## config.mk

```make
export PLATFORM = sky130hd
export DESIGN_NAME = cache
export DESIGN_NICKNAME = d
export VERILOG_FILES = /design/src/verilog/cache_pkg.sv /design/src/verilog/mem_bus_pkg.sv /design/src/verilog/cache_line_store.sv /design/src/verilog/cache_controller.sv /design/src/verilog/cache.sv
export SDC_FILE = /design/constraint.sdc
export NUM_CORES = 1
export LEC_CHECK = 0
export BUFFER_PORTS_ARGS = -buffer_cell sky130_fd_sc_hd__buf_2
export CAP_MARGIN = 10
export CORE_ASPECT_RATIO = 0.7
export CORE_MARGIN = 5
export CORE_UTILIZATION = 40
export CTS_CLUSTER_DIAMETER = 200
export CTS_CLUSTER_SIZE = 16
export DETAILED_ROUTE_END_ITERATION = 12
export PLACE_DENSITY_LB_ADDON = 0.15
export RECOVER_POWER = 25
export SETUP_SLACK_MARGIN = 0.5
export SLEW_MARGIN = 20
export SYNTH_ARGS = -nofsm -noshare
export SYNTH_HDL_FRONTEND = slang
export SYNTH_HIERARCHICAL = 1
export SYNTH_SLANG_ARGS = --single-unit
```

## constraint.sdc

```tcl
create_clock -name clk -period 5.2 [get_ports clk]
set_input_delay 0.52 -clock clk [delete_from_list [all_inputs] [get_ports clk]]
set_output_delay 0.52 -clock clk [all_outputs]
set_load 0.03 [all_outputs]
```

## src/verilog/cache_pkg.sv

```systemverilog
package cache_pkg;

    // geometry
    localparam int word_width     = 32;
    localparam int words_per_line = 4;
    localparam int num_lines      = 8;

    // address split of a 30-bit word address
    localparam int word_sel_width = 2;
    localparam int index_width    = 3;
    localparam int tag_width      = 25;

    typedef logic [word_width-1:0]                word_t;
    typedef logic [tag_width-1:0]                 tag_t;
    typedef logic [index_width-1:0]               index_t;
    typedef logic [word_sel_width-1:0]            word_sel_t;
    // word 0 sits in the low bits
    typedef logic [words_per_line*word_width-1:0] line_t;

    typedef struct packed {
        tag_t      tag;
        index_t    index;
        word_sel_t word_sel;
    } cache_addr_t;

    typedef struct packed {
        logic        read;
        logic        write;
        cache_addr_t addr;
        word_t       wdata;
    } proc_req_t;

    typedef enum logic [1:0] {
        st_compare,
        st_write_back,
        st_allocate
    } ctrl_state_t;

    typedef enum logic [1:0] {
        upd_none,
        upd_word,
        upd_fill
    } update_op_t;

    // one store update per cycle
    typedef struct packed {
        update_op_t op;
        index_t     index;
        word_sel_t  word_sel;
        tag_t       tag;
        word_t      word;
        line_t      line;
    } line_update_t;

endpackage

```

## src/verilog/mem_bus_pkg.sv

```systemverilog
package mem_bus_pkg;

    // memory is addressed by whole lines
    localparam int mem_addr_width = 28;
    localparam int mem_data_width = 128;

    typedef logic [mem_addr_width-1:0] mem_addr_t;

    // held until ready is seen
    typedef struct packed {
        logic                      read;
        logic                      write;
        mem_addr_t                 addr;
        logic [mem_data_width-1:0] wdata;
    } mem_req_t;

    // ready is a one-cycle strobe, rdata valid with it
    typedef struct packed {
        logic                      ready;
        logic [mem_data_width-1:0] rdata;
    } mem_resp_t;

endpackage

```

## src/verilog/cache_line_store.sv

```systemverilog
`timescale 1ns/1ps

module cache_line_store
    import cache_pkg::*;
(
    input  logic         clk,
    input  logic         proc_reset,
    input  index_t       lookup_index,
    input  line_update_t update,
    output line_t        rd_line,
    output tag_t         rd_tag,
    output logic         rd_valid,
    output logic         rd_dirty
);

    line_t                data_mem [num_lines];
    tag_t                 tag_mem  [num_lines];
    logic [num_lines-1:0] valid_bits;
    logic [num_lines-1:0] dirty_bits;

    // combinational read of the indexed line
    assign rd_line  = data_mem[lookup_index];
    assign rd_tag   = tag_mem[lookup_index];
    assign rd_valid = valid_bits[lookup_index];
    assign rd_dirty = dirty_bits[lookup_index];

    // data and tag arrays
    always_ff @(posedge clk) begin
        case (update.op)
            upd_word: begin
                data_mem[update.index][update.word_sel * word_width +: word_width]
                    <= update.word;
            end
            upd_fill: begin
                data_mem[update.index] <= update.line;
                tag_mem[update.index]  <= update.tag;
            end
            default: begin
            end
        endcase
    end

    // line status
    always_ff @(posedge clk or posedge proc_reset) begin
        if (proc_reset) begin
            valid_bits <= '0;
            dirty_bits <= '0;
        end else begin
            case (update.op)
                upd_word: begin
                    dirty_bits[update.index] <= 1'b1;
                end
                upd_fill: begin
                    valid_bits[update.index] <= 1'b1;
                    dirty_bits[update.index] <= 1'b0;
                end
                default: begin
                end
            endcase
        end
    end

    // a word write only lands in a valid line holding the same tag
    a_word_update_hits: assert property (
        @(posedge clk) disable iff (proc_reset)
        (update.op == upd_word) |->
            (valid_bits[update.index] && (tag_mem[update.index] == update.tag))
    );

endmodule

```

## src/verilog/cache_controller.sv

```systemverilog
`timescale 1ns/1ps

module cache_controller
    import cache_pkg::*;
    import mem_bus_pkg::*;
(
    input  logic         clk,
    input  logic         proc_reset,
    input  proc_req_t    proc_req,
    input  line_t        rd_line,
    input  tag_t         rd_tag,
    input  logic         rd_valid,
    input  logic         rd_dirty,
    input  mem_resp_t    mem_resp,
    output logic         proc_stall,
    output word_t        proc_rdata,
    output line_update_t update,
    output mem_req_t     mem_req
);

    ctrl_state_t state;
    ctrl_state_t state_next;
    mem_req_t    mem_req_next;
    logic        access;
    logic        hit;
    mem_addr_t   req_line_addr;
    mem_addr_t   victim_line_addr;

    assign access = proc_req.read || proc_req.write;

    // tag compare on the indexed line
    assign hit = rd_valid && (rd_tag == proc_req.addr.tag);

    // a hit in st_compare finishes in the same cycle
    assign proc_stall = (state != st_compare) || (access && !hit);

    assign proc_rdata = rd_line[proc_req.addr.word_sel * word_width +: word_width];

    assign req_line_addr    = {proc_req.addr.tag, proc_req.addr.index};
    assign victim_line_addr = {rd_tag, proc_req.addr.index};

    always_comb begin
        state_next   = state;
        mem_req_next = mem_req;

        // payload always follows the held request
        update.op       = upd_none;
        update.index    = proc_req.addr.index;
        update.word_sel = proc_req.addr.word_sel;
        update.tag      = proc_req.addr.tag;
        update.word     = proc_req.wdata;
        update.line     = mem_resp.rdata;

        case (state)
            st_compare: begin
                if (access && hit) begin
                    if (proc_req.write) begin
                        update.op = upd_word;
                    end
                end else if (access && rd_valid && rd_dirty) begin
                    // victim goes out first
                    state_next         = st_write_back;
                    mem_req_next.write = 1'b1;
                    mem_req_next.addr  = victim_line_addr;
                    mem_req_next.wdata = rd_line;
                end else if (access) begin
                    state_next        = st_allocate;
                    mem_req_next.read = 1'b1;
                    mem_req_next.addr = req_line_addr;
                end
            end

            st_write_back: begin
                if (mem_resp.ready) begin
                    state_next         = st_allocate;
                    mem_req_next.write = 1'b0;
                    mem_req_next.read  = 1'b1;
                    mem_req_next.addr  = req_line_addr;
                end
            end

            st_allocate: begin
                if (mem_resp.ready) begin
                    // refill, the access hits next cycle
                    state_next        = st_compare;
                    mem_req_next.read = 1'b0;
                    update.op         = upd_fill;
                end
            end

            default: begin
                state_next   = st_compare;
                mem_req_next = '0;
            end
        endcase
    end

    always_ff @(posedge clk or posedge proc_reset) begin
        if (proc_reset) begin
            state   <= st_compare;
            mem_req <= '0;
        end else begin
            state   <= state_next;
            mem_req <= mem_req_next;
        end
    end

    a_mem_rw_exclusive: assert property (
        @(posedge clk) disable iff (proc_reset)
        !(mem_req.read && mem_req.write)
    );

    // request held until memory answers
    a_mem_req_stable: assert property (
        @(posedge clk) disable iff (proc_reset)
        (mem_req.read || mem_req.write) && !mem_resp.ready |=> $stable(mem_req)
    );

endmodule

```

## src/verilog/cache.sv

```systemverilog
`timescale 1ns/1ps

module cache
    import cache_pkg::*;
    import mem_bus_pkg::*;
(
    input  logic                         clk,
    input  logic                         proc_reset,
    input  logic                         proc_read,
    input  logic                         proc_write,
    input  logic [$bits(cache_addr_t)-1:0] proc_addr,
    input  word_t                        proc_wdata,
    output logic                         proc_stall,
    output word_t                        proc_rdata,
    output logic                         mem_read,
    output logic                         mem_write,
    output mem_addr_t                    mem_addr,
    output line_t                        mem_wdata,
    input  logic                         mem_ready,
    input  line_t                        mem_rdata
);

    proc_req_t    proc_req;
    mem_req_t     mem_req;
    mem_resp_t    mem_resp;
    line_update_t update;
    line_t        rd_line;
    tag_t         rd_tag;
    logic         rd_valid;
    logic         rd_dirty;

    assign proc_req = '{
        read:  proc_read,
        write: proc_write,
        addr:  proc_addr,
        wdata: proc_wdata
    };

    assign mem_resp = '{ready: mem_ready, rdata: mem_rdata};

    assign mem_read  = mem_req.read;
    assign mem_write = mem_req.write;
    assign mem_addr  = mem_req.addr;
    assign mem_wdata = mem_req.wdata;

    cache_controller i_controller (
        .clk        (clk),
        .proc_reset (proc_reset),
        .proc_req   (proc_req),
        .rd_line    (rd_line),
        .rd_tag     (rd_tag),
        .rd_valid   (rd_valid),
        .rd_dirty   (rd_dirty),
        .mem_resp   (mem_resp),
        .proc_stall (proc_stall),
        .proc_rdata (proc_rdata),
        .update     (update),
        .mem_req    (mem_req)
    );

    // lookup follows the live request
    cache_line_store i_line_store (
        .clk          (clk),
        .proc_reset   (proc_reset),
        .lookup_index (proc_req.addr.index),
        .update       (update),
        .rd_line      (rd_line),
        .rd_tag       (rd_tag),
        .rd_valid     (rd_valid),
        .rd_dirty     (rd_dirty)
    );

endmodule

```

==> reports/qor.txt, run 1 <==
Pre-CTS WS -> -75.6 ps
Fin nets -> 3390
Max layer used -> met4
Number of global-route vias before repair -> 30000
Reg2Reg Depth -> 14
Initial antenna violation count -> 19
Total global routing overflow -> 0
RSZ-0062 raised after global routing -> no
Cells after synthesis -> 2883
Met2 WL -> 83800 um
LEAKAGE -> 22.3 nW
Slew Viols, Final -> 27
Routed length per placed instance -> 34.2 um
Status -> finished, violations left
Worst Path Required -> 5600 ps
Ranking of synthesized cells by area -> edfxtp_1 (63%), mux4_2 (7.8%), dfrtp_1 (7.6%)
Worst Setup SP -> i_line_store/tag_mem[0][24]
Port Buffer Count -> 385
Rows -> 117
Clock Skews -> 36.3 ps
R2r setup slk -> 490 ps
Area grow syn2layout -> 12.3%
Cell area power density -> 406 nW/um^2
Period utilisation layout -> 90.6%
Core area -> 145000 um^2
Fill cells -> 12400
DP Area -> 62900 um^2
Post-synth top area share -> 63.1%
Post-synth design cell area -> 58200 um^2
Peak supply drop -> 331 uV
WS Path Type -> reg2reg
Boundary Pins -> 386
Cell Count, Final, Fillers Out -> 5242
Max Buffers Root-to-Sink -> 3
Remaining DRCs -> 0
Crit-path max FO -> 24
Slew @ Worst Pin -> 2010 ps
CTS tree -> built
Global Route Usage Sum -> 23.2%
Failing checks -> max-capacitance violations, max-slew violations
Vias per cell -> 5.74
Syn avg cell area -> 20.2 um^2
Setup repair bufs after CTS -> 0
Post-synth top area cell -> edfxtp_1
DP Cell Count -> 5048
Fmax -> 212 MHz
Layout Utilization -> 45.1%
Share of cells above drive strength 1 -> 29.3%
Total of max-cap violations -> 1
Mapped Nets -> 3088
Ys flop type -> edfxtp_1
RR Endpoint -> i_line_store/data_mem[4][59]
Final setup viols -> 0
First-pass GRT wire length -> 248000 um
Number of synthesized flops with an enable pin -> 1224
Crit path DAT -> 5110 ps
Startpoint type of the worst setup path -> register
Final Cell Area -> 65400 um^2
Routed WL -> 179000 um
First drt pass iteration count -> 5
Met1 WL -> 75300 um
Final WS setup -> 490 ps
Slew margin rel. -> -34.3%
Critical Path End Type -> register
Initial core utilization -> 40.1%
Final Wtd Congestion -> 0.828
Sequential element share of the synthesized area -> 70.7%
Post-layout min period -> 4710 ps
Yosys reg bits -> 1400
Pin count of the biggest net entering global routing -> 147
H-tree Lvls -> 3
Detail Route Antenna Nets -> 0
WL met3 -> 11700 um
DRT iter0 DRCs -> 3327
Final hold viol count -> 0
Async SR Flop Fraction -> 12.6%
Placed wire-length estimate -> 120000 um
Clk sinks -> 1400
Total CTS buffers -> 97
Die width -> 466 um
Worst Setup EP -> i_line_store/data_mem[4][59]
Latest clock arrival within the worst-skew pair -> 730 ps
Die Footprint -> 153000 um^2
Synth cell types -> 53
Die height -> 329 um
CTS root buffer -> clkbuf_16
Yosys warns -> 6
Reg-to-Reg Start -> i_line_store/tag_mem[0][24]
Total number of vias -> 30100
Worst min path class -> in2reg
Clk pin slew, worst setup/hold paths -> 80 ps
## layout by cell type, fill, tap and decap left out, types with 11 or more instances in the layout
master     synthesis  routed
inv_1             50      49
o31ai_4            0      27
clkbuf_1          87     268
clkbuf_16          0     100
o31ai_1           99      55
nand2_1          103     103
buf_12             5      60
mux2_2           173     173
mux4_2           201     201
edfxtp_1        1224    1224
xor2_1            13      13
o31ai_2            0      17
nor2_4             0      28
buf_4            193     116
diode_2            0      11
mux4_1           141     141
mux2_1             0      17
a22o_1           186     186
buf_2              6     197
dfrtp_1          176     176
## worst min-delay path by stage
stage / from / endpoint / slack [ps] / cells after the start
after floorplan: proc_reset / asynchronous set/reset pin / 430 / 1
after global placement: proc_reset / i_controller/mem_req[130] / 450 / 2
after detailed placement: proc_reset / i_controller/mem_req[129] / 450 / 2
after CTS: proc_addr[9] / i_line_store/tag_mem[3][4] / 60 / 1
after global routing: mem_rdata[90] / i_line_store/data_mem[2][90] / 130 / 3
final: mem_rdata[90] / i_line_store/data_mem[2][90] / 170 / 3
## synthesized netlist by cell type, types with 4 or more instances
| master | number |
|---|---|
| buf_2 | 6 |
| or3b_2 | 4 |
| buf_6 | 29 |
| inv_1 | 50 |
| xnor2_1 | 6 |
| buf_8 | 27 |
| dfrtp_1 | 176 |
| mux2_4 | 17 |
| nand2_1 | 103 |
| mux2_2 | 173 |
| xor2_1 | 13 |
| a22o_1 | 186 |
| nand3b_1 | 4 |
| o21bai_1 | 8 |
| mux4_1 | 141 |
| buf_1 | 24 |
| a21oi_1 | 7 |
| ha_1 | 10 |
| o31ai_1 | 99 |
| mux4_2 | 201 |
| nor2_1 | 45 |
| buf_12 | 5 |
| clkbuf_1 | 87 |
| edfxtp_1 | 1224 |
| buf_4 | 193 |
## layer usage
layer	vias to the layer above	track usage [%]
met1	16400	32.1
met2	1102	36.6
met5	-	0
li1	12300	-
met4	0	8.63
met3	246	4.52
## state kept, by name, indices dropped and copies added (netlist names), named ones only
name	flops
i_line_store/data_mem	1024
i_line_store/tag_mem	200
i_controller/mem_req	158
i_line_store/valid_bits	8
i_controller/state	2
## final cells by class
class | count | area (um^2) | area share, %
antenna | 11 | 27.5 | 0.0421
clock buffer | 177 | 2790 | 4.27
clock inverter | 5 | 73.8 | 0.113
inverter | 50 | 189 | 0.289
multi-input combinational | 1062 | 14800 | 22.7
sequential | 1400 | 41200 | 62.9
tap | 1963 | 2460 | 3.76
timing repair buffer | 574 | 3880 | 5.93
## worst max-delay path, stage by stage, from the launching register on
cell and delay (ps):
edfxtp_1 370, mux4_1 530, mux2_2 310, xor2_1 160, nor4_1 290, buf_4 180
nand3_1 80, clkbuf_4 160, nor3_1 400, and2_1 260, clkbuf_4 150, ha_1 360
a21oi_2 270, nor2_1 540, buf_12 280
## metrics by stage
| step | total power [mW] | hold WS [ps] | TNS, ps |
|---|---|---|---|
| final | 26.6 | 166 | 0 |
| after CTS | 27.0 | 55.9 | 0 |
| after global routing | 27.5 | 125 | 0 |
| after global placement | 19.5 | 452 | 0 |
| after floorplan | 17.5 | 434 | 0 |
| after detailed placement | 19.6 | 448 | -604 |
## what timing repair did
| item | in CTS | in global routing |
|---|---|---|
| resized for setup | 0 | 5 |
| endpoints found under the hold margin | 19 | 0 |
| hold buffers | 1 | 0 |
| endpoints found under the setup margin | 0 | 26 |
## power breakdown
part           internal, mW  total (mW)  leakage [nW]  switching [mW]
clock                  3.64        7.45          1.36            3.80
combinational          1.77        5.49          7.38            3.72
sequential             13.3        13.6          13.6           0.301
## kinds of logic after synthesis
| logic type | Yosys count | synth area share [%] |
|---|---|---|
| flip-flops | 1400 | 70.7 |
| multiplexers | 533 | 17.9 |
| buffers and inverters | 421 | 5.01 |
| AO/OA/AOI/OAI | 313 | 4.40 |
| AND/OR/NAND/NOR | 187 | 1.49 |
| XOR/XNOR | 19 | 0.286 |
| adder cells (fa/ha/maj) | 10 | 0.215 |
Note: power is estimated with default switching activity, not from simulation.
==> inputs of run 2 (changes only) <==
==> constraint.sdc (replaced) <==
create_clock -name clk -period 5 [get_ports clk]
set_input_delay 0.5 -clock clk [delete_from_list [all_inputs] [get_ports clk]]
set_output_delay 0.5 -clock clk [all_outputs]
set_load 0.03 [all_outputs]
==> run 2 against run 1 <==
  * Via count grew 4.3%
  * Final cell count grew 2.2%
  * Largest power group unchanged
  * Combinational power grew 11%
  * Routed wire length grew 6.8%
  * Critical path type unchanged
  * Total power grew 5.7%
  * Die area is the same
  * Clock skew shrank 3.9 ps
  * The flow still finishes with violations (max-capacitance violations, max-slew violations)
  * Non-clock buffer count grew 119
  * Worst hold slack lost 6.5 ps
==> reports/qor.txt, run 2 (synthesis gave the netlist of run 1 again) <==
Status -> finished, violations left
Failing checks -> max-capacitance violations, max-slew violations
Crit path DAT -> 4930 ps
Max Buffers Root-to-Sink -> 3
CTS root buffer -> clkbuf_16
WS Path Type -> reg2reg
Vias per cell -> 5.86
Area grow syn2layout -> 14.3%
Placed wire-length estimate -> 129000 um
Layout Utilization -> 45.9%
First drt pass iteration count -> 6
Clk pin slew, worst setup/hold paths -> 80 ps
Core area -> 145000 um^2
Total global routing overflow -> 0
Rows -> 117
Boundary Pins -> 386
CP Cell Sequence -> mux4_2, mux2_2, xnor2_2, buf_4, nand4_1, buf_4, or4_4, nor3_4, and2_4, clkbuf_4, ha_1, buf_12, a21oi_2, buf_12, nor2_1, buf_12
Port Buffer Count -> 385
Final WS setup -> 503 ps
Critical Path End Type -> register
Slowest Stage Delay on Critical Path -> 650 ps
Pre-CTS WS -> -261 ps
LEAKAGE -> 23.0 nW
Worst min path class -> in2reg
RSZ-0062 raised after global routing -> yes
Number of global-route vias before repair -> 30900
Fill cells -> 12300
Fmax -> 222 MHz
Max stage delay cell, worst path -> nor2_1
Global Route Usage Sum -> 24.7%
Routed WL -> 191000 um
Total number of vias -> 31400
Commonest cells after routing, fill and taps aside -> edfxtp_1 (1224), clkbuf_1 (267), mux4_2 (201), buf_4 (197), buf_2 (197)
Most frequent cell on the critical path -> buf_12
Hold Startpoint -> mem_rdata[80]
Final Wtd Congestion -> 0.822
Crit-path max FO -> 16
Total of max-cap violations -> 3
Initial core utilization -> 40.1%
Post-layout min period -> 4500 ps
Reg2Reg Depth -> 16
Total CTS buffers -> 97
Clk sinks -> 1400
Cell area power density -> 421 nW/um^2
Die width -> 466 um
Detail Route Antenna Nets -> 0
Fin nets -> 3509
Remaining DRCs -> 0
Hold path depth -> 3
Commonest non-fill, non-tap cell in the layout -> edfxtp_1
Peak supply drop -> 306 uV
H-tree Lvls -> 3
Slew Viols, Final -> 165
Clock Skews -> 32.5 ps
DRT iter0 DRCs -> 3641
Pin count of the biggest net entering global routing -> 183
Latest clock arrival within the worst-skew pair -> 740 ps
Worst Path Required -> 5430 ps
Period utilisation layout -> 89.9%
Share of cells above drive strength 1 -> 31.7%
Slew @ Worst Pin -> 2490 ps
Startpoint type of the worst setup path -> register
First-pass GRT wire length -> 261000 um
Max FFs per register -> 1024
Slew margin rel. -> -66.1%
Die Footprint -> 153000 um^2
Worst Setup SP -> i_line_store/tag_mem[3][19]
Largest regs -> i_line_store/data_mem x1024, i_line_store/tag_mem x200, i_controller/mem_req x158
Top reg by flops -> i_line_store/data_mem
Final hold viol count -> 0
Final setup viols -> 0
Initial antenna violation count -> 42
Die height -> 329 um
Reg-to-Reg Start -> i_line_store/tag_mem[3][19]
CTS tree -> built
Routed length per placed instance -> 35.7 um
[run 2: changes by cell type in the layout (fill, tap and decap cells not counted), sizes merged]
cell | before | now
bufbuf | 0 | 3
clkbuf | 373 | 374
diode | 11 | 7
clkinv | 1 | 2
buf | 377 | 492
[run 2: cell type report]
type / instances / area (um^2) / area share (%)
multi-input combinational: 1062 / 14600 / 22.0
antenna: 7 / 17.5 / 0.0263
clock inverter: 6 / 78.8 / 0.118
tap: 1963 / 2460 / 3.69
clock buffer: 177 / 2770 / 4.16
inverter: 50 / 189 / 0.284
timing repair buffer: 693 / 5300 / 7.96
sequential: 1400 / 41200 / 61.8
[run 2: routing by layer]
layer	wire length (um)	share of wire (%)	track usage, %
met1	81400	43	36.1
met2	86800	45	37.5
met3	16200	8.4	4.71
met4	7060	3.7	7.89
met5	0	0	0
[run 2: stage by stage]
stage	instance area, um^2	hold slack [ps]	TNS, ps	cells	power [mW]
2_1_floorplan	58400	414	0	2883	18.1
3_3_place_gp	63700	456	-60210	5161	20.5
3_5_place_dp	63700	462	-46820	5161	20.6
4_1_cts	66700	33.4	0	5348	28.4
5_1_grt	66600	136	0	5353	29.0
6_report	66600	159	0	5358	28.1
[run 2: what timing repair did]
action,CTS,global route
pin swaps,0,1
cloned,3,1
gates resized for setup,11,39
setup buffers,0,1
hold endpoints to repair,46,0
setup endpoints to repair,329,862
hold buffers,1,0
[run 2: where the power goes]
| group | internal (mW) | switching (mW) |
|---|---|---|
| sequential | 13.8 | 0.329 |
| combinational | 2.11 | 4.02 |
| clock | 3.76 | 4.01 |
| total | 19.7 | 8.35 |
[run 2: critical path, delay by kind of cell, from the launching register on]
family / cells / cell delay, ps
mux: 2 / 770
buf+inv: 6 / 1030
simple gates: 5 / 1490
flops: 1 / 380
xor+xnor: 1 / 170
fa+ha+maj: 1 / 250
compound gates: 1 / 70
[run 2: path summary, 6_finish.rpt]
kind                                                 to  slack, ps
setup / recovery           i_line_store/data_mem[0][19]        500
hold / removal             i_line_store/data_mem[3][80]        160
setup reg to reg           i_line_store/data_mem[0][19]        500
hold reg to reg              i_line_store/valid_bits[3]        480
max in group asynchronous     i_controller/mem_req[120]       1110
min in group asynchronous    i_line_store/valid_bits[2]        530
